===== src/verilog/dcache_pkg.sv =====
`default_nettype none

package dcache_pkg;

    localparam int addr_width = 32;
    localparam int word_width = 32;
    localparam int word_bytes = 4;
    localparam int line_words = 4;
    localparam int line_count = 64;

    localparam int byte_sel_width = $clog2(word_bytes);
    localparam int word_sel_width = $clog2(line_words);
    localparam int offset_width   = byte_sel_width + word_sel_width;    // 4 bits.
    localparam int index_width    = $clog2(line_count);                 // 6 bits.
    localparam int tag_width      = addr_width - index_width - offset_width;

    typedef logic [word_width-1:0] word_t;
    typedef logic [word_bytes-1:0] strb_t;
    typedef logic [tag_width-1:0] tag_t;
    typedef logic [index_width-1:0] index_t;

    // word 0 sits in the low bits.
    typedef logic [line_words-1:0][word_width-1:0] line_t;

    // byte address without the offset within a line.
    typedef logic [addr_width-offset_width-1:0] line_addr_t;

    typedef struct packed {
        tag_t                      tag;
        index_t                    index;
        logic [word_sel_width-1:0] word_sel;
        logic [byte_sel_width-1:0] byte_off;
    } dcache_addr_fields_t;

    // same 32 bits, seen flat or split into cache fields.
    typedef union packed {
        logic [addr_width-1:0] flat;
        dcache_addr_fields_t   fields;
    } dcache_addr_u;

    typedef struct packed {
        dcache_addr_u addr;
        logic         write;
        strb_t        strb;
        word_t        wdata;
    } dcache_req_t;

    typedef struct packed {
        logic  write;
        word_t rdata;
    } dcache_rsp_t;

    typedef struct packed {
        logic valid;
        logic dirty;
        tag_t tag;
    } tag_entry_t;

endpackage

`default_nettype wire


===== src/verilog/dcache_req_stage.sv =====
`default_nettype none

module dcache_req_stage (
    input  logic                    CLK,
    input  logic                    RST,
    input  logic                    req_valid,
    input  dcache_pkg::dcache_req_t req,
    input  logic                    stall,
    output logic                    ready,
    output dcache_pkg::index_t      rd_index,
    output logic                    s1_valid,
    output dcache_pkg::dcache_req_t s1_req
);

    logic accept;

    assign ready  = ~stall;
    assign accept = req_valid & ready;

    // arrays read in parallel with the stage one register.
    assign rd_index = stall ? s1_req.addr.fields.index : req.addr.fields.index;

    always_ff @(posedge CLK) begin
        if (RST) begin
            s1_valid <= 1'b0;
        end else begin
            s1_valid <= accept;    // drops while stalled.
        end
    end

    // held through a miss, lookup still needs it.
    always_ff @(posedge CLK) begin
        if (accept) begin
            s1_req <= req;
        end
    end

endmodule

`default_nettype wire


===== config.mk =====
export PLATFORM = sky130hd
export DESIGN_NAME = dcache_req_stage
export DESIGN_NICKNAME = d
export VERILOG_FILES = /design/src/verilog/dcache_pkg.sv /design/src/verilog/dcache_req_stage.sv
export SDC_FILE = /design/constraint.sdc
export NUM_CORES = 1
export LEC_CHECK = 0
export CORE_MARGIN = 10
export CORE_UTILIZATION = 50
export CTS_CLUSTER_DIAMETER = 40
export DETAILED_ROUTE_END_ITERATION = 8
export DONT_BUFFER_PORTS = 1
export GPL_ROUTABILITY_DRIVEN = 0
export PLACE_DENSITY = 0.69
export SETUP_SLACK_MARGIN = 0.05
export SYNTH_ARGS = -nofsm -noshare
export SYNTH_HDL_FRONTEND = slang
export SYNTH_SLANG_ARGS = --single-unit

===== constraint.sdc =====
create_clock -name CLK -period 4.7 [get_ports CLK]
set_input_delay 0.235 -clock CLK [delete_from_list [all_inputs] [get_ports CLK]]
set_output_delay 0.235 -clock CLK [all_outputs]
set_load 0.05 [all_outputs]

==> results of run 1 <==
registers in the layout, indices dropped and copies added, names as in the netlist:
register / count
s1_req: 69
s1_valid: 1
cell usage after synthesis:
library cell | number | area (um2)
edfxtp_1 | 69 | 2070
inv_1 | 1 | 3.75
buf_6 | 1 | 11.3
dfxtp_1 | 1 | 20.0
mux2_4 | 6 | 90.1
nor3b_1 | 1 | 7.51
and2b_2 | 1 | 8.76
final cells by class:
cell class,count,area [um2]
clock inverter,6,52.6
multi-input combinational,8,106
inverter,1,3.75
timing repair buffer,72,718
sequential,70,2090
tap,52,65.1
fill,259,1160
clock buffer,10,128
through the flow:
stage	area (um2)	cells	hold WS [ps]	util (%)	setup slack [ps]
finish	3170	219	528	73.2	3070
global route	3170	219	509	73.2	3030
CTS	3170	219	512	73.2	3040
detailed placement	2270	132	329	52.6	3240
global placement	2270	132	317	52.6	3280
floorplan	2210	80	311	-	2970
layer usage:
metal / part of all wire (%) / vias up
li1: - / 482
met1: 32 / 529
met2: 51 / 92
met3: 17 / 2
met4: 0.42 / 0
met5: 0 / -
cells by family after synthesis:
logic type	count (synthesis)	share of synthesized area (%)
buffers and inverters	2	0.678
and+or+nand+nor	2	0.735
DFF	70	94.5
muxes	6	4.07
power breakdown:
| part | internal (mW) | switching [mW] | leakage, nW |
|---|---|---|---|
| sequential | 0.737 | 0.162 | 0.656 |
| clock | 0.238 | 0.201 | 0.0864 |
| combinational | 0.0476 | 0.0400 | 0.365 |
| total | 1.02 | 0.403 | 1.11 |
timing repair:
action / in CTS / in global routing
hold buffers: 71 / 0
gates resized for setup: 0 / 0
hold endpoints to repair: 70 / 0
final timing paths:
check                          to  slack, ps  cells past startpoint
worst max-delay path  rd_index[5]       3070                      1
worst min-delay path   s1_req[47]        530                      1
==> impl_results.md, run 1 <==
- Run status: complete, no violations
- Met3 GRT Util: 12.9%
- Via count: between 1000 and 1500
- Grt ovf: 0
- Vias/cell: 5.05
- Global-route wire length before repair: 8.38 mm
- Gate Count Post-Synth: 80
- Ports: 150
- Total number of H-tree levels: 3
- Fin. Hold Viols: 0
- CP peak stage delay: 630 ps
- Worst setup path startpoint: s1_req[46]
- WL final: approximately 5.9 mm
- Max-cap violations: 0
- Flops & latches, synth: 70
- GRT Total Usage: 15.6%
- Post-layout total power: 1.43 mW
- Crit end category: output pin
- CTS Sinks: 70
- # port buffers: 0
- Cell Chain, Critical Path: mux2_4
- Antenna viol nets, final: 0
- Met1 GRT Util: 15.2%
- CP Buf/Inv Count: 0
- RSZ-0062 raised after global routing: no
- Vias in the first global route: 1293
- Worst Tran Pin Value: 811 ps
- Avg Synthesized Cell Area: 27.7 um2
- Wire per inst: 27.2 um
- Met2 usage: 24.2%
- Starting density of the core: 51.2%
- Setup-failing EPs final: 0
- Total of warnings raised by yosys: 0
- Area Overhead vs Synth: 43.0%
- DRC: 0
- Post-synth cell types: 7
- Commonest non-fill, non-tap cell in the layout: dlygate4sd3_1
- DIE HEIGHT: 86.5 um
- Tmin final: 1630 ps
- Initial antenna violation count: 0
- Startpoint types: flop
- Row Count: 24
- Peak VDD IR: 0.363 mV
- CTS tree: done
- CTS Buffer Depth: 2
- Setup_tns: 0 ps
- Achievable Freq: a little over 600 MHz
- # Post-CTS Setup Buffers: 0
- Critical path data arrival time: approximately 1400 ps
- Slew HR: 45.9%
- Critical path class: flop to output pin
- Initial DRC Count: approximately 110
- Busiest grt layer: met2
- CP Data Required Time: ~4500 ps
- CP max FO: 2
- Slowest-stage cell, CP: edfxtp_1
- Most frequent cells in the layout: 71 x dlygate4sd3_1, 69 x edfxtp_1, 9 x clkbuf_8
- Slew Viols, Final: 0
- Static Leak: approximately 1.1 nW
- Drt first pass iters: 4
- Net count after synthesis: 153
- Core box area: 0.00432 mm2
- Die W: 86.5 um
- Mapped cell area: 0.00221 mm2
- Post-synthesis sequential area ratio: 94.5%
- Pwr Density: about 450 mW/mm2
- Die area: 0.00749 mm2
- HP Class: input pin to flop
- Number of diodes: 0
- Total CTS buffers: 9
- Final #Nets: 235
- Largest net degree at the start of global routing: 70
- Crit share post-route: 34.7%
- Root buffer cell: clkbuf_8
- Hold_sp: req[47]
- CP delay by family, top: flip-flops
- Clock slew at reported path FFs: 70 ps
- Share of layout cells above drive strength 1: 11.4%
Note: power is estimated with default switching activity, not from simulation.
==> run 2, diff against run 1 <==
--- a/config.mk
+++ b/config.mk
@@ -5,13 +5,14 @@
 export SDC_FILE = /design/constraint.sdc
 export NUM_CORES = 1
 export LEC_CHECK = 0
+export ABC_AREA = 1
 export CORE_MARGIN = 10
 export CORE_UTILIZATION = 50
 export CTS_CLUSTER_DIAMETER = 40
 export DETAILED_ROUTE_END_ITERATION = 8
 export DONT_BUFFER_PORTS = 1
 export GPL_ROUTABILITY_DRIVEN = 0
-export PLACE_DENSITY = 0.69
+export PLACE_DENSITY = 0.72
 export SETUP_SLACK_MARGIN = 0.05
 export SYNTH_ARGS = -nofsm -noshare
 export SYNTH_HDL_FRONTEND = slang
==> constraint.sdc (replaced) <==
create_clock -name CLK -period 1.3 [get_ports CLK]
set_input_delay 0.065 -clock CLK [delete_from_list [all_inputs] [get_ports CLK]]
set_output_delay 0.065 -clock CLK [all_outputs]
set_load 0.05 [all_outputs]
==> run 2 against run 1 <==
Sequential share of layout area down 4.9 points. Sequential cell count is the same. Largest cell class unchanged. Sequential power rose to 3.6 times the previous value. Clock power rose to 5.0 times the previous value. Synthesized cell count grew 15%.
==> impl_results.md, run 2 <==
- Drt first pass iters: 4 (unchanged)
- RSZ-0062 raised after global routing: no
- Achievable Freq: 844 MHz
- GRT Total Usage: 17.6% (+2.0 points)
- Commonest non-fill, non-tap cell in the layout: dlygate4sd3_1
- Critical path data arrival time: 1120 ps (-270 ps)
- Yosys top cell area share: 95.2% (+1.6 points)
- Clock slew at reported path FFs: 60 ps (about the same)
- DRC: 0 (unchanged)
- Vias in the first global route: 1429 (+11%)
- Peak VDD IR: 1.23 mV (+240%)
- Starting density of the core: 52.9% (+1.7 points)
- CP delay by family, top: flip-flops
- Via count: 1246 (+13%)
- CTS Sinks: 70 (unchanged)
- Gate Count Post-Synth: 92 (+15%)
- Number of diodes: 0 (unchanged)
- Busiest grt layer: met2
- Slew Viols, Final: 0 (unchanged)
- Top_reg_cell synth: edfxtp_1
- Antenna viol nets, final: 0 (unchanged)
- # port buffers: 0 (unchanged)
- Most frequent cells in the layout: 71 x dlygate4sd3_1, 69 x edfxtp_1, 18 x nand2_1
- Largest Register: s1_req
- Slew HR: 64.9% (+19 points)
- Root buffer cell: clkbuf_8
- Crit share post-route: 91.1%
- Layout Cells excl Fill: 242 (+11%)
- WL final: 6.45 mm (+8.4%)
- CP peak stage delay: 430 ps (-200 ps)
- Initial antenna violation count: 0 (unchanged)
- Grt ovf: 0 (unchanged)
- Setup-failing EPs final: 0 (unchanged)
- Flops & latches, synth: 70 (unchanged)
- Hold_sp: stall
- CTS tree: done
- PnR worst setup slack: 116 ps (-2960 ps)
- Max-cap violations: 0 (unchanged)
- Static Leak: 1.25 nW (+13%)
- Post-Route Utilization: 83.1% (+9.9 points)
- DIE HEIGHT: 86.0 um (-0.64%)
- Row Count: 23 (-4.2%)
- CP Data Required Time: 1240 ps (-3230 ps)
- Pwr Density: 1720 mW/mm2 (+280%)
- Top-count cell post-synth: edfxtp_1
- Die area: 0.00739 mm2 (-1.3%)
- Die W: 86.0 um (-0.64%)
- Slowest-stage cell, CP: edfxtp_1
- CP Buf/Inv Count: 1 (+1)
- Critical path class: flop to output pin
- Worst setup path startpoint: s1_req[45]
- Vias/cell: 5.15 (+2.0%)
- Cell count after placement: 155 (+17%)
- Tmin final: 1180 ps
- Largest registers: s1_req (69), s1_valid (1)
- Crit end category: output pin
- Total CTS buffers: 9 (unchanged)
- DP Area: 0.00245 mm2 (+7.7%)
- Met3 GRT Util: 13.8% (+0.87 points)
- Wire per inst: 26.6 um (-1.9%)
- Post-synthesis sequential area ratio: 96.1% (+1.6 points)
- Fin. Hold Viols: 0 (unchanged)
- Setup WS pre-CTS: 354 ps (-2890 ps)
- Worst hold margin: 169 ps (-360 ps)
- CTS Buffer Depth: 2 (unchanged)
- Run status: complete, no violations
- Ports: 150 (unchanged)
- Final #Nets: 260 (+11%)
- Met2 usage: 30.2% (+5.9 points)
- Share of layout cells above drive strength 1: 15.6% (+4.2 points)
- Total number of H-tree levels: 3 (unchanged)
- Core box area: 0.00412 mm2 (-4.8%)
- CP max FO: 2 (unchanged)
- Filler cells: 196 (-24%)
- Synth async-reset ratio: 0% (unchanged)
- Largest net degree at the start of global routing: 70 (unchanged)
- PostCTS Resize Cnt: 0 (unchanged)
- Final instance area: 0.00342 mm2 (+8.1%)
- Cell Chain, Critical Path: nand2_1 -> nand2_1 -> buf_12
- Post-synth EDFFs: 69 (unchanged)
- Most used cell, CP: nand2_1
- Mapped cell area: 0.00218 mm2 (-1.6%)
- Initial DRC Count: 87 (-19%)
- DPL Wire Length: 4.18 mm
- Total of warnings raised by yosys: 0 (unchanged)
- Net count after synthesis: 165 (+7.8%)
- Startpoint types: flop
- Area Overhead vs Synth: 57.1%
- Most frequent cells after synthesis: 69 x edfxtp_1, 18 x nand2_1
- Synth area leader: edfxtp_1
- Worst Tran Pin Value: 528 ps (-284 ps)
- Global-route wire length before repair: 9.36 mm (+12%)
- HP Class: input pin to output pin
- Met1 GRT Util: 15.2% (-0.049 points)
- Post-synth cell types: 7 (unchanged)
- Avg Synthesized Cell Area: 23.7 um2 (-14%)
- Synth area leaders: edfxtp_1 95%, nand2_1 3.1%, dfxtp_1 0.92%
- Max FFs per register: 69 (unchanged)
## run 2: cell count changes in the layout (fill, tap and decap cells not counted), sizes merged
| cell | delta |
|---|---|
| nand2 | +19 |
| buf | +12 |
| mux2 | -6 |
| bufinv | +3 |
| and2b | -1 |
| clkbuf | -1 |
| clkinv | -1 |
| nor2 | +1 |
| nor3b | -1 |
## run 2: report_power, final
part           internal [mW]  leakage (nW)  switching, mW
registers               2.66         0.656          0.549
clock network           1.46         0.128          0.750
logic                  0.233         0.464          0.219
## run 2: area by class of cell
type / instances / area [um2] / share of cell area, %
Tap cell: 50 / 62.6 / 1.83
Inverter: 2 / 27.5 / 0.805
Timing Repair Buffer: 84 / 896 / 26.2
Multi-Input combinational cell: 20 / 82.6 / 2.41
Sequential cell: 70 / 2090 / 61.2
Clock buffer: 9 / 124 / 3.62
Clock inverter: 7 / 136 / 3.99
## run 2: worst paths after layout
path                  cells past startpoint          end  slack, ps
worst min-delay path                      1        ready        170
worst max-delay path                      3  rd_index[4]        120
## run 2: cells by family (layout without fill, tap and decap cells)
group                  count (synthesis)  count (layout)  share of synthesized area [%]
buffers and inverters                  2             102                          0.344
AND/OR/NAND/NOR                       20              20                           3.56
flip-flops                            70              70                           96.1
## run 2: per-stage QoR
step	setup TNS (ps)	total power [mW]
global placement	0	3.52
global route	0	6.07
floorplan	-16980	3.38
detailed placement	0	3.53
finish	0	5.87
CTS	0	5.88
## run 2: what timing repair did
action                                  CTS  global route
hold buffers                             71             0
endpoints found under the setup margin    0             0
hold endpoints to repair                 70             0
buffers inserted                          0             0
## run 2: per-layer routing
metal	up-vias	routed length, um
met5	-	0
met4	0	71
met3	6	1090
met2	100	3390
met1	598	1890
li1	542	-
