[src/verilog/dcache_pkg.sv]
`default_nettype none

package dcache_pkg;

    localparam int addr_width = 32;
    localparam int word_width = 32;
    localparam int word_bytes = 4;
    localparam int line_words = 4;
    localparam int line_count = 64;

    localparam int byte_sel_width = $clog2(word_bytes);
    localparam int word_sel_width = $clog2(line_words);
    localparam int offset_width   = byte_sel_width + word_sel_width;    // 4 bits.
    localparam int index_width    = $clog2(line_count);                 // 6 bits.
    localparam int tag_width      = addr_width - index_width - offset_width;

    typedef logic [word_width-1:0] word_t;
    typedef logic [word_bytes-1:0] strb_t;
    typedef logic [tag_width-1:0] tag_t;
    typedef logic [index_width-1:0] index_t;

    // word 0 sits in the low bits.
    typedef logic [line_words-1:0][word_width-1:0] line_t;

    // byte address without the offset within a line.
    typedef logic [addr_width-offset_width-1:0] line_addr_t;

    typedef struct packed {
        tag_t                      tag;
        index_t                    index;
        logic [word_sel_width-1:0] word_sel;
        logic [byte_sel_width-1:0] byte_off;
    } dcache_addr_fields_t;

    // same 32 bits, seen flat or split into cache fields.
    typedef union packed {
        logic [addr_width-1:0] flat;
        dcache_addr_fields_t   fields;
    } dcache_addr_u;

    typedef struct packed {
        dcache_addr_u addr;
        logic         write;
        strb_t        strb;
        word_t        wdata;
    } dcache_req_t;

    typedef struct packed {
        logic  write;
        word_t rdata;
    } dcache_rsp_t;

    typedef struct packed {
        logic valid;
        logic dirty;
        tag_t tag;
    } tag_entry_t;

endpackage

`default_nettype wire

[src/verilog/dcache_lookup.sv]
`default_nettype none

module dcache_lookup (
    input  logic                    CLK,
    input  logic                    RST,
    input  logic                    s1_valid,
    input  dcache_pkg::dcache_req_t s1_req,
    input  dcache_pkg::tag_entry_t  rd_entry,
    input  dcache_pkg::line_t       rd_line,
    output logic                    wr_en,
    output dcache_pkg::index_t      wr_index,
    output dcache_pkg::tag_entry_t  wr_entry,
    output dcache_pkg::line_t       wr_line,
    output logic                    stall,
    output logic                    miss_start,
    output dcache_pkg::tag_entry_t  victim_entry,
    output dcache_pkg::line_t       victim_line,
    output dcache_pkg::line_addr_t  miss_addr,
    input  logic                    refill_done,
    input  dcache_pkg::line_t       refill_line,
    output logic                    rsp_valid,
    output dcache_pkg::dcache_rsp_t rsp
);

    function automatic dcache_pkg::word_t merge_word(
        input dcache_pkg::word_t old_w,
        input dcache_pkg::word_t new_w,
        input dcache_pkg::strb_t strb
    );
        dcache_pkg::word_t res;
        res = old_w;
        for (int i = 0; i < dcache_pkg::word_bytes; i++) begin
            if (strb[i]) begin
                res[i*8 +: 8] = new_w[i*8 +: 8];
            end
        end
        return res;
    endfunction

    dcache_pkg::index_t                    s1_index;
    logic [dcache_pkg::word_sel_width-1:0] s1_wsel;

    logic                   fwd_valid;
    logic                   fwd_hit;
    dcache_pkg::index_t     fwd_index;
    dcache_pkg::tag_entry_t fwd_entry;
    dcache_pkg::line_t      fwd_line;

    dcache_pkg::tag_entry_t cur_entry;
    dcache_pkg::line_t      cur_line;
    dcache_pkg::line_t      base_line;
    dcache_pkg::line_t      merged_line;
    dcache_pkg::word_t      old_word;
    dcache_pkg::word_t      new_word;

    logic hit;
    logic lookup_hit;
    logic lookup_miss;
    logic miss_busy;

    logic              s2_valid;
    logic              s2_fill;
    logic              s2_write;
    dcache_pkg::word_t s2_data;
    logic              rsp_fill;

    assign s1_index = s1_req.addr.fields.index;
    assign s1_wsel  = s1_req.addr.fields.word_sel;

    // the array missed last cycle's write, take it from the flops.
    assign fwd_hit   = fwd_valid && (fwd_index == s1_index);
    assign cur_entry = fwd_hit ? fwd_entry : rd_entry;
    assign cur_line  = fwd_hit ? fwd_line : rd_line;

    assign hit         = cur_entry.valid && (cur_entry.tag == s1_req.addr.fields.tag);
    assign lookup_hit  = s1_valid && hit;
    assign lookup_miss = s1_valid && !hit;
    assign stall       = lookup_miss || miss_busy;

    assign base_line = refill_done ? refill_line : cur_line;
    assign old_word  = base_line[s1_wsel];
    assign new_word  = merge_word(old_word, s1_req.wdata, s1_req.strb);

    always_comb begin
        merged_line = base_line;
        if (s1_req.write) begin
            merged_line[s1_wsel] = new_word;
        end
    end

    // hit stores and refills share the one write port.
    assign wr_en    = (lookup_hit && s1_req.write) || refill_done;
    assign wr_index = s1_index;
    assign wr_line  = merged_line;

    always_comb begin
        wr_entry.valid = 1'b1;
        wr_entry.dirty = s1_req.write;    // clean refill for a load.
        wr_entry.tag   = s1_req.addr.fields.tag;
    end

    // one cycle long, s1_valid drops behind the stall.
    assign miss_start   = lookup_miss;
    assign victim_entry = cur_entry;
    assign victim_line  = cur_line;
    assign miss_addr    = s1_req.addr.flat[dcache_pkg::addr_width-1:dcache_pkg::offset_width];

    always_ff @(posedge CLK) begin
        if (RST) begin
            fwd_valid <= 1'b0;
            miss_busy <= 1'b0;
            s2_valid  <= 1'b0;
            s2_fill   <= 1'b0;
            rsp_valid <= 1'b0;
            rsp_fill  <= 1'b0;
        end else begin
            fwd_valid <= wr_en;
            if (lookup_miss) begin
                miss_busy <= 1'b1;
            end else if (rsp_fill) begin
                miss_busy <= 1'b0;    // reopen after the miss response.
            end
            s2_valid  <= lookup_hit || refill_done;
            s2_fill   <= refill_done;
            rsp_valid <= s2_valid;
            rsp_fill  <= s2_fill;
        end
    end

    always_ff @(posedge CLK) begin
        fwd_index <= wr_index;
        fwd_entry <= wr_entry;
        fwd_line  <= wr_line;
        s2_write  <= s1_req.write;
        s2_data   <= s1_req.write ? new_word : old_word;    // stores return the new word.
        rsp.write <= s2_write;
        rsp.rdata <= s2_data;
    end

endmodule

`default_nettype wire

[config.mk]
export PLATFORM = sky130hd
export DESIGN_NAME = dcache_lookup
export DESIGN_NICKNAME = d
export VERILOG_FILES = /design/src/verilog/dcache_pkg.sv /design/src/verilog/dcache_lookup.sv
export SDC_FILE = /design/constraint.sdc
export NUM_CORES = 1
export LEC_CHECK = 0
export BUFFER_PORTS_ARGS = -buffer_cell sky130_fd_sc_hd__buf_4
export CORE_AREA = 8 8 279 281
export DETAILED_ROUTE_END_ITERATION = 12
export DIE_AREA = 0 0 287 289
export SYNTH_ARGS = -nofsm -noshare
export SYNTH_HDL_FRONTEND = slang
export SYNTH_SLANG_ARGS = --single-unit
export TNS_END_PERCENT = 100
[constraint.sdc]
create_clock -name CLK -period 3.05 [get_ports CLK]
set_clock_uncertainty 0.05 [all_clocks]
set_input_delay 0.305 -clock CLK [delete_from_list [all_inputs] [get_ports CLK]]
set_output_delay 0.305 -clock CLK [all_outputs]
set_load 0.1 [all_outputs]
==> results.md <==
STA:
- The final hold violation count is 0.
- The max-slew headroom at the worst pin is between 50% and 60%.
- The post-route minimum period is between 3 and 4 ns.
- After layout, the worst setup slack is -0.483 ns.
- The max-slew violation count was 0.
- Setup violations remaining at the end of the flow were counted as 182.
- The slew of the pin with the lowest slew margin is 0.743 ns.
- Setup repair after global routing could not meet its margin everywhere.
- Of the available clock period, the critical path in the final layout requires 116%.
- The maximum clock frequency is 283 MHz.

Final layout:
- The post-layout utilization of the core is 38.5%.
- The proportion of layout cells with a drive suffix above 1 is about 51%.
- The area of combinational cells with multiple inputs is 0.0104 mm².
- From synthesis to final layout, the design area changed by 105%.
- The number of nets in the finished design is 3163.
- Once layout is complete, the cells apart from fillers number 3801.
- The number of fill cells is about 7400.
- The area occupied by registers is roughly 0.0046 mm².

Floorplan:
- The die is 287 µm wide.
- The number of cell rows is 100.
- The effective utilization at floorplan is a little under a fifth.
- The die is 289 µm tall.
- After floorplanning, the core was sized to cover 0.0736 mm².
- The top-level port count is about 730.
- The die covers 0.0829 mm².

Detailed routing:
- The number of vias after detailed routing is 18672.
- The residual DRC count is 0.
- The routed wire length is 95.1 mm.
- The detail route stage leaves a number of antenna-violating nets equal to 0.
- The pre-antenna-repair detailed-routing pass consisted of 5 iterations.
- The per-cell routed wire length is 25.0 µm.
- The per-cell via count in the routed design is 4.91.
- In this run, the number of DRC markers left after iteration 0 of detailed routing was between 1000 and 1500.

Power and ir drop:
- The power per cell area is 500 mW/mm².
- Power comes to 14.2 mW.
- The leakage power is 12.1 nW.
- The largest voltage drop on the vdd net is approximately 600 µV.

Global route:
- The overflow left after global routing is 0.
- Entering global routing, the biggest net connects 94 pins.
- The global router's overall resource usage is approximately a fifth.
- The number of global-route vias before repair is approximately 19000.
- The number of antenna violations at the first check in global routing is 8.
- The first global-routing pass estimated around 130 mm of wire.

Synthesis:
- In the synthesized netlist, the cells that appear most often are sky130_fd_sc_hd__nand2_1, sky130_fd_sc_hd__dfxtp_1, sky130_fd_sc_hd__o21ai_0.
- The yosys synthesis warning count is 0.
- The synthesized design contains 0 enable-type register cells.
- The most used flip-flop cell after synthesis is sky130_fd_sc_hd__dfxtp_1.
- The number of different library cells in the post-synthesis netlist is 51.
- After synthesis the cells add up to 0.0138 mm².
- Of the synthesized area, sequential elements account for roughly a third.
- The synthesized instance count is 1884.
- The area share of the leading cell type in the synthesized netlist is 33.1%.
- In the synthesized netlist the async set-or-reset flop fraction comes to 0%.
- The synthesized design contains 228 register bits.
- When the netlist entered floorplanning its net count stood at approximately 2200.
- Ranked by total cell area, the synthesized netlist is headed by sky130_fd_sc_hd__dfxtp_1, sky130_fd_sc_hd__nand2_1, sky130_fd_sc_hd__o21ai_0.
- sky130_fd_sc_hd__nand2_1 is the most common cell in the netlist.
- A synthesized cell averages 7.32 µm².
- The largest total area in the synthesized netlist belongs to sky130_fd_sc_hd__dfxtp_1.

Worst setup path:
- Among cell families on the critical path, the largest total delay comes from compound AO/OA/AOI/OAI gates.
- For this run, the slowest stage of the critical path takes 0.34 ns.
- The worst path buffer plus inverter count is 5.
- The kind of end point of the critical path is an output port.
- For the worst setup path, the data required time is roughly 2.7 ns.
- In this run the worst path has a maximum fanout of 34.
- The setup check on the worst reg-to-reg path leaves a slack of 0.36 ns.
- The most common cell type on the critical path is sky130_fd_sc_hd__buf_6.
- On the critical path, the stage with the largest delay is an instance of sky130_fd_sc_hd__dfxtp_2.
- Traced cell by cell, the critical path runs through xnor2_4 > nand4_1 > buf_6 > buf_16 > buf_4 > o21ai_1 > a2bb2oi_2 > o22ai_2 > o31a_1 > buf_6 > o21ai_2 > buf_12.
- The endpoint identified for the worst register-to-register timing path is fwd_line[54].
- The start of the worst register-to-register path is fwd_index[2].
- The class of the most critical setup path is flip-flop to output port.
- Measured in cells, the most critical reg-to-reg path has a length of 11.
- The kind of launch point of the worst setup path is a flip-flop.
- The arrival time of data at the critical path endpoint is 3.18 ns.

Flow run:
- The tool flagged a number of max-cap violations equal to 0.

Clock network:
- In this run the number of H-tree levels came out at 1.
- For this design, the sink count on the clock tree is 228.
- For the worst-skew pair, the clock arrives at the later sink with an insertion delay of 0.59 ns.
- After clock tree synthesis, the clock-pin slew on the worst setup and hold paths is 0.06 ns.
- The cell at the root of the clock tree is sky130_fd_sc_hd__clkbuf_16.
- The total clock buffers created by CTS is 29.
- TritonCTS built the clock tree.
- The buffer depth of the longest clock path is 3.

Placed design:
- The congestion estimate from routability-driven global placement came to roughly 0.96.
- The number of buffer cells added on primary ports is around 720.
- The HPWL after detailed placement is between 70 and 80 mm.
- Timing analysis after detailed placement gives a worst setup slack of -0.480 ns.
- Counting tap cells, the placed design contains a total of ~3600 instances.

Outcome:
- The checks that failed: negative setup slack.
- The run finished, with violations left.

Hold path:
- For hold timing, the worst endpoint is fwd_line[68].
- The startpoint of the lowest-slack hold path is refill_line[68].
- The tightest min-delay check is of the input port to flip-flop type.
- Counting instances, the worst hold path has a depth of 4.
==> repair_timing <==
action,4_1_cts,5_1_grt
gates cloned,3,0
hold endpoints to repair,68,0
setup buffers,35,18
pin swaps,58,69
setup endpoints to repair,248,260
hold buffers,65,0
resized for setup,442,291
==> logic make-up after synthesis <==
| group | count (synthesis) | synth area share, % |
|---|---|---|
| flops | 228 | 33.1 |
| buf+inv | 244 | 8.92 |
| other cells | 1 | 0.0272 |
| xor+xnor | 29 | 1.90 |
| simple gates | 675 | 21.5 |
| mux | 39 | 2.87 |
| compound gates | 668 | 31.7 |
==> layout by cell type (no fill, tap or decap), types with 53 or more instances in the layout <==
| master | n |
|---|---|
| sky130_fd_sc_hd__nand2_2 | 64 |
| sky130_fd_sc_hd__dfxtp_1 | 225 |
| sky130_fd_sc_hd__dlygate4sd3_1 | 65 |
| sky130_fd_sc_hd__nor2b_1 | 68 |
| sky130_fd_sc_hd__nand2_1 | 395 |
| sky130_fd_sc_hd__o21ai_4 | 71 |
| sky130_fd_sc_hd__nand2b_1 | 69 |
| sky130_fd_sc_hd__o21ai_1 | 53 |
| sky130_fd_sc_hd__buf_4 | 835 |
| sky130_fd_sc_hd__o21ai_0 | 77 |
| sky130_fd_sc_hd__o211ai_1 | 63 |
| sky130_fd_sc_hd__buf_12 | 176 |
==> per-layer routing <==
layer	global-route usage (%)	vias up	part of all wire [%]
li1	-	8532	-
met2	36.9	965	48
met3	6.06	178	9.4
met4	5.57	12	3.5
met5	0	-	0.082
met1	25.1	8985	39
==> flip-flops by register name (all words and copies together) (netlist names) <==
name       cells
fwd_entry     22
fwd_index      6
fwd_line     128
fwd_valid      1
miss_busy      1
rsp           33
rsp_fill       1
rsp_valid      1
s2_data       32
s2_fill        1
s2_valid       1
s2_write       1
==> area by class of cell <==
cell class	instances	area share (%)
diodes	4	0.0353
multi-input cells	1412	36.8
well taps	969	4.28
clock buffers	38	2.89
clock inverters	11	0.490
flip-flops and latches	228	16.1
inverters	15	0.208
repair buffers	1124	39.2
==> worst reg2reg max path: cells and delay by family (launching register included) <==
kind                      cells  cell delay (ns)
and+or+nand+nor               1             0.20
buffers and inverters         4             0.68
AOI/OAI and AO/OA             5             1.12
xor gates and xnor gates      1             0.21
DFF                           1             0.34
==> how the worst max path moves through the flow <==
stage | from | end | slack, ns | depth (start not counted)
2_1_floorplan | s1_req[46] | wr_line[42] | -0.08 | 10
3_3_place_gp | s1_req[43] | wr_line[53] | -0.48 | 12
3_5_place_dp | s1_req[43] | wr_line[53] | -0.48 | 12
4_1_cts | fwd_index[2] | wr_line[119] | -0.57 | 12
5_1_grt | fwd_index[2] | wr_line[28] | -0.62 | 13
6_report | fwd_index[2] | wr_line[104] | -0.48 | 12
==> metrics by stage <==
step	hold slack [ns]	area [µm²]	TNS [ns]
after floorplan	0.260	14600	-2.70
after global placement	0.260	22800	-25.98
after detailed placement	0.262	22800	-27.28
after CTS	0.00224	26800	-79.25
after global routing	0.0514	28300	-76.37
final	0.0539	28300	-52.02
==> report_power, final <==
part / switching (mW) / internal (mW) / total [mW] / leakage [nW]
registers: 0.151 / 3.29 / 3.44 / 1.92
logic: 4.74 / 2.33 / 7.07 / 9.75
clock network: 1.53 / 2.12 / 3.65 / 0.470
total: 6.42 / 7.74 / 14.2 / 12.1
No activity file was read; power rests on OpenSTA's default activity.
