## src/verilog/dcache_pkg.sv

```systemverilog
`default_nettype none

package dcache_pkg;

    localparam int addr_width = 32;
    localparam int word_width = 32;
    localparam int word_bytes = 4;
    localparam int line_words = 4;
    localparam int line_count = 64;

    localparam int byte_sel_width = $clog2(word_bytes);
    localparam int word_sel_width = $clog2(line_words);
    localparam int offset_width   = byte_sel_width + word_sel_width;    // 4 bits.
    localparam int index_width    = $clog2(line_count);                 // 6 bits.
    localparam int tag_width      = addr_width - index_width - offset_width;

    typedef logic [word_width-1:0] word_t;
    typedef logic [word_bytes-1:0] strb_t;
    typedef logic [tag_width-1:0] tag_t;
    typedef logic [index_width-1:0] index_t;

    // word 0 sits in the low bits.
    typedef logic [line_words-1:0][word_width-1:0] line_t;

    // byte address without the offset within a line.
    typedef logic [addr_width-offset_width-1:0] line_addr_t;

    typedef struct packed {
        tag_t                      tag;
        index_t                    index;
        logic [word_sel_width-1:0] word_sel;
        logic [byte_sel_width-1:0] byte_off;
    } dcache_addr_fields_t;

    // same 32 bits, seen flat or split into cache fields.
    typedef union packed {
        logic [addr_width-1:0] flat;
        dcache_addr_fields_t   fields;
    } dcache_addr_u;

    typedef struct packed {
        dcache_addr_u addr;
        logic         write;
        strb_t        strb;
        word_t        wdata;
    } dcache_req_t;

    typedef struct packed {
        logic  write;
        word_t rdata;
    } dcache_rsp_t;

    typedef struct packed {
        logic valid;
        logic dirty;
        tag_t tag;
    } tag_entry_t;

endpackage

`default_nettype wire

```

## src/verilog/dcache_miss_ctrl.sv

```systemverilog
`default_nettype none

module dcache_miss_ctrl (
    input  logic                   CLK,
    input  logic                   RST,
    input  logic                   miss_start,
    input  dcache_pkg::tag_entry_t victim_entry,
    input  dcache_pkg::line_t      victim_line,
    input  dcache_pkg::line_addr_t miss_addr,
    output logic                   refill_done,
    output dcache_pkg::line_t      refill_line,
    output logic                   wb_valid,
    output dcache_pkg::line_addr_t wb_addr,
    output dcache_pkg::line_t      wb_line,
    input  logic                   wb_done,
    output logic                   fill_req,
    output dcache_pkg::line_addr_t fill_addr,
    input  logic                   fill_valid,
    input  dcache_pkg::line_t      fill_line
);

    localparam logic [1:0] st_idle = 2'd0;
    localparam logic [1:0] st_wb   = 2'd1;
    localparam logic [1:0] st_wait = 2'd2;
    localparam logic [1:0] st_fill = 2'd3;

    logic [1:0]             state;
    logic                   need_wb;
    logic                   start;
    logic                   fill_end;
    dcache_pkg::line_addr_t victim_addr;

    // victim shares the index with the missing line.
    assign victim_addr = {victim_entry.tag, miss_addr[dcache_pkg::index_width-1:0]};
    assign need_wb     = victim_entry.valid && victim_entry.dirty;

    assign start    = (state == st_idle) && miss_start;
    assign fill_end = (state == st_fill) && fill_valid;

    assign wb_valid = (state == st_wb);    // single cycle state.
    assign fill_req = (state == st_fill);

    always_ff @(posedge CLK) begin
        if (RST) begin
            state       <= st_idle;
            refill_done <= 1'b0;
        end else begin
            refill_done <= fill_end;
            case (state)
                st_idle: begin
                    if (miss_start) begin
                        state <= need_wb ? st_wb : st_fill;
                    end
                end
                st_wb: begin
                    state <= st_wait;
                end
                st_wait: begin
                    if (wb_done) begin
                        state <= st_fill;
                    end
                end
                st_fill: begin
                    if (fill_valid) begin
                        state <= st_idle;
                    end
                end
                default: begin
                    state <= st_idle;
                end
            endcase
        end
    end

    always_ff @(posedge CLK) begin
        if (start) begin
            wb_addr   <= victim_addr;
            wb_line   <= victim_line;
            fill_addr <= miss_addr;
        end
        if (fill_end) begin
            refill_line <= fill_line;
        end
    end

endmodule

`default_nettype wire

```

## config.mk

```make
export PLATFORM = sky130hd
export DESIGN_NAME = dcache_miss_ctrl
export DESIGN_NICKNAME = d
export VERILOG_FILES = /design/src/verilog/dcache_pkg.sv /design/src/verilog/dcache_miss_ctrl.sv
export SDC_FILE = /design/constraint.sdc
export NUM_CORES = 1
export LEC_CHECK = 0
export BUFFER_PORTS_ARGS = -buffer_cell sky130_fd_sc_hd__buf_2
export CAP_MARGIN = 20
export CORE_AREA = 2 2 247 249
export DETAILED_ROUTE_END_ITERATION = 6
export DIE_AREA = 0 0 249 251
export GPL_TIMING_DRIVEN = 0
export SYNTH_ARGS = -nofsm -noshare
export SYNTH_HDL_FRONTEND = slang
export SYNTH_SLANG_ARGS = --single-unit
```

## constraint.sdc

```tcl
create_clock -name CLK -period 7.5 [get_ports CLK]
set_clock_uncertainty 0.1 [all_clocks]
set_input_delay 0.375 -clock CLK [delete_from_list [all_inputs] [get_ports CLK]]
set_output_delay 0.375 -clock CLK [all_outputs]
set_load 0.02 [all_outputs]
```

==> flow_summary.json, run 1 <==
{
  "nFillCells": 5909,
  "syn_area_mm2": 0.00945,
  "start_kind": "flop",
  "synthesis.nets": 654,
  "ir_worst_vdd_uv": 177,
  "post_cts_resized": 0,
  "final_common_cell": "buf_2",
  "setup_viol": 0,
  "layout_common_cells": "627 x buf_2, 307 x dlygate4sd3_1, 306 x edfxtp_1, 40 x clkbuf_16, 10 x clkinv_2",
  "synth_seq_area_share_pct": 97.8,
  "first_pass_iters": 4,
  "rsz0062_at_grt": "no",
  "syn_inst": 336,
  "ctsRootBufferMaster": "clkbuf_16",
  "timing.rr.start": "state[0]",
  "slew_headroom_pct": 74.2,
  "slowest_stage": "and2_4",
  "power_uw": 5120,
  "postRouteAntennaNets": 0,
  "gp_congestion": 0.858,
  "holdBufCountCts": 307,
  "crit_arrival_ns": 2.21,
  "die_w_um": 249,
  "finalHoldViolCount": 0,
  "htree_num_levels": 2,
  "grt_pass1_vias": 8131,
  "syn_avg_cell_area_um2": 28.1,
  "crit_fanout": 48,
  "start_util_pct": 15.8,
  "dieArea_mm2": 0.0625,
  "coreArea_mm2": 0.0598,
  "io_buffer_count": 627,
  "drc": 0,
  "cts_setup_buffers": 0,
  "clkTransAtPathRegs_ns": 0.07,
  "power_leakage_uw": 0.00738,
  "track_usage_pct": 12.2,
  "maxCapViolations": 0,
  "cts_buffer_depth": 3,
  "p_per_area_mw_per_mm2": 284,
  "min_period_ns": 2.08,
  "numCtsBuffers": 39,
  "grt_max_degree": 69,
  "overflow": 0,
  "synth_seq_cells": 309,
  "crit_path_start": "state[0]",
  "insertion_delay_ns": 0.55,
  "endpoint_kind": "flop",
  "drive_above_1_share_pct": 52.1,
  "dp_hpwl_um": 28500,
  "yosys_warnings": 0,
  "path_class": "reg2reg",
  "clock_sinks": 309,
  "ys_types": 14,
  "cts_tree": "yes",
  "syn_to_final_growth_pct": 90.4,
  "outcome": "completed",
  "nNetsFinal": 1634,
  "grt_pass1_wl_um": 54900,
  "antenna_found_initial": 10,
  "wl_per_cell_um": 18.6,
  "finalCritPeriodShare_pct": 27.8,
  "vias_per_cell": 3.45,
  "vias": 7358,
  "rows": 90,
  "io_pins": 628,
  "critPathRequiredTime_ns": 7.62,
  "path_cells": "inv_1 > ha_1 > and2_4 > buf_16 > buf_12",
  "max_stage_delay_ns": 0.37,
  "wl_um": 39700,
  "worstHoldStart": "victim_entry[22]",
  "timing.setup.tns_ns": 0,
  "max_freq_ghz": 0.480,
  "worstMarginPinSlew_ns": 0.387,
  "die_h_um": 251,
  "min-delay-path-class": "in2reg",
  "slew_viol_final": 0,
  "drtIter0Drc": 306
}
[kinds of logic (layout without fill, tap and decap cells)]
family          after synthesis  in the layout  share of synthesized area (%)
compound gates                3              3                          0.251
fa+ha+maj                     5              5                          0.662
buf+inv                       8           1018                          0.556
flops                       309            309                           97.8
mux                           1              1                          0.106
other cells                   0              4                              0
simple gates                 10             10                          0.596
[cells in the mapped netlist]
| master | n | area share [%] |
|---|---|---|
| edfxtp_1 | 306 | 97 |
| a31o_1 | 1 | 0.093 |
| nor2_1 | 2 | 0.079 |
| ha_1 | 5 | 0.66 |
| and2_1 | 2 | 0.13 |
| a21oi_1 | 1 | 0.053 |
| a311o_1 | 1 | 0.11 |
| inv_1 | 2 | 0.079 |
| nand2b_1 | 4 | 0.26 |
| dfxtp_1 | 3 | 0.64 |
| nor2b_1 | 1 | 0.066 |
| mux2i_1 | 1 | 0.11 |
| buf_4 | 6 | 0.48 |
| nand3_1 | 1 | 0.053 |
[critical path, delay by kind of cell, from the launching register on]
family | cells | cell delay (ns)
buffers and inverters | 3 | 0.70
AND/OR/NAND/NOR | 1 | 0.37
flip-flops | 1 | 0.34
adder cells (fa/ha/maj) | 1 | 0.18
[stage by stage]
stage          setup slack (ns)  hold WS, ns  cells  utilization [%]  cell area [µm²]
3_3_place_gp              0.277        0.398   1745             22.7            13600
5_1_grt                    5.29       0.0434   2131             30.1            18000
3_5_place_dp               5.41        0.414   1750             22.9            13700
6_report                   5.42       0.0521   2132             30.1            18000
2_1_floorplan              2.19        0.347    336                -             9450
4_1_cts                    5.36      0.00189   2128             30.1            18000
[sequential cells by signal, indices dropped and copies added (netlist names)]
name and count:
fill_addr 22, refill_done 1, refill_line 128, state 2, wb_addr 28, wb_line 128
[area by class of cell]
class	count	area, µm²	share of cell area, %
Tap cell	782	978	5.44
Clock buffer	47	1030	5.71
Multi-Input combinational cell	19	158	0.876
Inverter	2	7.51	0.0417
Clock inverter	24	184	1.02
Sequential cell	309	9250	51.4
Buffer	6	45.0	0.250
Antenna cell	4	10.0	0.0556
Timing Repair Buffer	939	6340	35.2
[where the power goes]
group,switching (µW),internal (µW)
clock network,757,1020
logic,674,371
registers,67.5,2230
total,1500,3620
[routing by layer]
| layer | global-route usage (%) | wire, µm | vias to the layer above |
|---|---|---|---|
| met1 | 12.7 | 14400 | 3489 |
| met4 | 5.28 | 1540 | 12 |
| met5 | 0 | 81 | - |
| met2 | 21.9 | 20100 | 451 |
| met3 | 4.59 | 3540 | 75 |
| li1 | - | - | 3331 |
[worst paths after layout]
path / end / cells past startpoint / slack (ns)
setup / recovery: wb_addr[0] / 5 / 5.42
hold / removal: state[1] / 3 / 0.05
setup reg to reg: wb_addr[0] / 5 / 5.42
hold reg to reg: state[1] / 2 / 0.42
(Power assumes the default switching activity.)
==> inputs of run 2 (changes only) <==
--- a/config.mk
+++ b/config.mk
@@ -5,11 +5,12 @@
 export SDC_FILE = /design/constraint.sdc
 export NUM_CORES = 1
 export LEC_CHECK = 0
+export ABC_AREA = 1
 export BUFFER_PORTS_ARGS = -buffer_cell sky130_fd_sc_hd__buf_2
 export CAP_MARGIN = 20
-export CORE_AREA = 2 2 247 249
+export CORE_AREA = 2 2 245 247
 export DETAILED_ROUTE_END_ITERATION = 6
-export DIE_AREA = 0 0 249 251
+export DIE_AREA = 0 0 247 249
 export GPL_TIMING_DRIVEN = 0
 export SYNTH_ARGS = -nofsm -noshare
 export SYNTH_HDL_FRONTEND = slang
==> constraint.sdc (replaced) <==
create_clock -name CLK -period 2.07 [get_ports CLK]
set_clock_uncertainty 0.1 [all_clocks]
set_input_delay 0.1035 -clock CLK [delete_from_list [all_inputs] [get_ports CLK]]
set_output_delay 0.1035 -clock CLK [all_outputs]
set_load 0.02 [all_outputs]
==> flow_summary.json, run 2 <==
{
  "finalHoldViolCount": 0,
  "rsz0062_at_grt": "no",
  "dp_hpwl_um": 28600,
  "min-delay-path-class": "in2reg",
  "final_common_cell": "buf_2",
  "path_class": "reg2reg",
  "grt_max_degree": 49,
  "min_period_ns": 1.87,
  "cts_buffer_depth": 3,
  "slew_viol_final": 0,
  "dieArea_mm2": 0.0615,
  "wl_per_cell_um": 18.3,
  "coreArea_mm2": 0.0587,
  "max_freq_ghz": 0.534,
  "ctsRootBufferMaster": "clkbuf_16",
  "gp_congestion": 0.781,
  "synth_seq_cells": 309,
  "outcome": "completed",
  "die_w_um": 247,
  "timing.setup.tns_ns": 0,
  "nNetsFinal": 1662,
  "synthesis.nets": 665,
  "syn_inst": 347,
  "ir_worst_vdd_uv": 680,
  "layout.cells.non_filler": 2152,
  "syn_to_final_growth_pct": 93.4,
  "yosys-top-cells-area": "edfxtp_1 97%, ha_1 0.66%, dfxtp_1 0.63%",
  "io_pins": 628,
  "clock_sinks": 309,
  "placed_area_mm2": 0.0137,
  "start_util_pct": 16.1,
  "rows": 89,
  "endpoint_kind": "flop",
  "die_h_um": 249,
  "htree_num_levels": 2,
  "regArea_mm2": 0.00925,
  "yosysTopAreaCell": "edfxtp_1",
  "drive_above_1_share_pct": 52.4,
  "p_per_area_mw_per_mm2": 1080,
  "vias": 7351,
  "track_usage_pct": 12.1,
  "overflow": 0,
  "synth_edf_count": 306,
  "grt_pass1_vias": 8050,
  "vias_per_cell": 3.42,
  "maxCapViolations": 0,
  "power_leakage_uw": 0.00755,
  "hold-worst-slack_ns": 0.161,
  "drc": 0,
  "slew_headroom_pct": 79.8,
  "layout_common_cells": "627 x buf_2, 314 x dlygate4sd3_1, 306 x edfxtp_1, 41 x clkbuf_16, 13 x buf_4",
  "clkTransAtPathRegs_ns": 0.06,
  "nFillCells": 5737,
  "yosys_warnings": 0,
  "dp.cells": 1754,
  "grt_pass1_wl_um": 53200,
  "syn_avg_cell_area_um2": 27.3,
  "worstMarginPinSlew_ns": 0.302,
  "wl_um": 39300,
  "insertion_delay_ns": 0.54,
  "syn_area_mm2": 0.00948,
  "drtIter0Drc": 221,
  "numCtsBuffers": 39,
  "synth_top_area_share_pct": 97.0,
  "antenna_found_initial": 12,
  "crit_arrival_ns": 2.00,
  "ys.flop_type": "edfxtp_1",
  "critPathRequiredTime_ns": 2.19,
  "ys_types": 12,
  "first_pass_iters": 4,
  "top_regs": "refill_line (128), wb_line (128), wb_addr (28)",
  "multi_input_area_um2": 165,
  "crit_fanout": 40,
  "synth_seq_area_share_pct": 97.6,
  "yosys-top-cells-count": "306 x edfxtp_1, 9 x inv_1, 7 x nand2_1",
  "io_buffer_count": 627,
  "synth-async-reset-ratio_pct": 0,
  "finalCritPeriodShare_pct": 90.5,
  "fin_area_mm2": 0.0183,
  "cts_tree": "yes",
  "start_kind": "flop",
  "synth_most_common_cell": "edfxtp_1",
  "setup_viol": 0,
  "postRouteAntennaNets": 0
}
## run 2: cell types whose count changed in the layout (fill, tap and decap cells not counted), moves of 5 or more
cell	previous run	this run
buf_4	6	13
dlygate4sd3_1	307	314
buf_12	1	7
bufinv_16	1	7
clkinv_2	10	5
nand2_1	0	5
nand2_2	0	5
## run 2: final cells by class
class / count / area share, %
antenna: 6 / 0.0819
sequential: 309 / 50.5
timing repair inverter: 1 / 0.0410
buffer: 6 / 0.246
inverter: 9 / 0.225
clock buffer: 47 / 5.72
tap: 773 / 5.28
clock inverter: 23 / 1.68
timing repair buffer: 955 / 35.3
multi-input combinational: 23 / 0.901
## run 2: timing repair
action,4_1_cts,5_1_grt
endpoints found under the setup margin,107,121
hold buffers,314,0
resized for setup,1,1
hold endpoints to repair,309,0
cloned,1,0
buffers inserted,2,5
## run 2: cells by family (layout without fill, tap and decap cells)
kind of cell	count (synthesis)	in the layout	synth area share, %
fa+ha+maj	5	5	0.660
compound gates	2	2	0.106
other cells	0	6	0
flops	309	309	97.6
simple gates	16	16	0.792
buf+inv	15	1041	0.832
## run 2: per-stage QoR
step	power [µW]	util, %	setup WS, ns
finish	19800	31.2	0.197
global route	20700	31.2	0.0459
CTS	20200	31.1	0.0146
detailed placement	12300	23.4	-0.335
global placement	11700	23.2	-2.87
floorplan	10500	-	-1.67
## run 2: final timing paths
kind,startpoint,to,slack [ns],depth (start not counted)
hold reg to reg,state[0],state[0],0.43,2
setup / recovery,state[1],refill_line[30],0.20,5
hold / removal,fill_valid,refill_line[77],0.16,3
setup reg to reg,state[1],refill_line[30],0.20,5
## run 2: metal layers
layer,global-route usage (%),up-vias,part of all wire (%)
li1,-,3396,-
met1,12.6,3429,37
met2,22.0,447,50
met3,4.29,67,9.4
met4,4.39,12,3.2
met5,0,-,0.20
## run 2: power breakdown
part           total [µW]  internal, µW  switching [µW]
registers            8430          8170             266
clock network        7200          4500            2700
logic                4210          1520            2690
total               19800         14200            5660
## run 2: worst max-delay path: stages (launching register included)
cell and delay (ns):
dfxtp_2 0.36, ha_1 0.28, nand2_2 0.16, clkinvlp_4 0.14
buf_12 0.22, buf_12 0.26
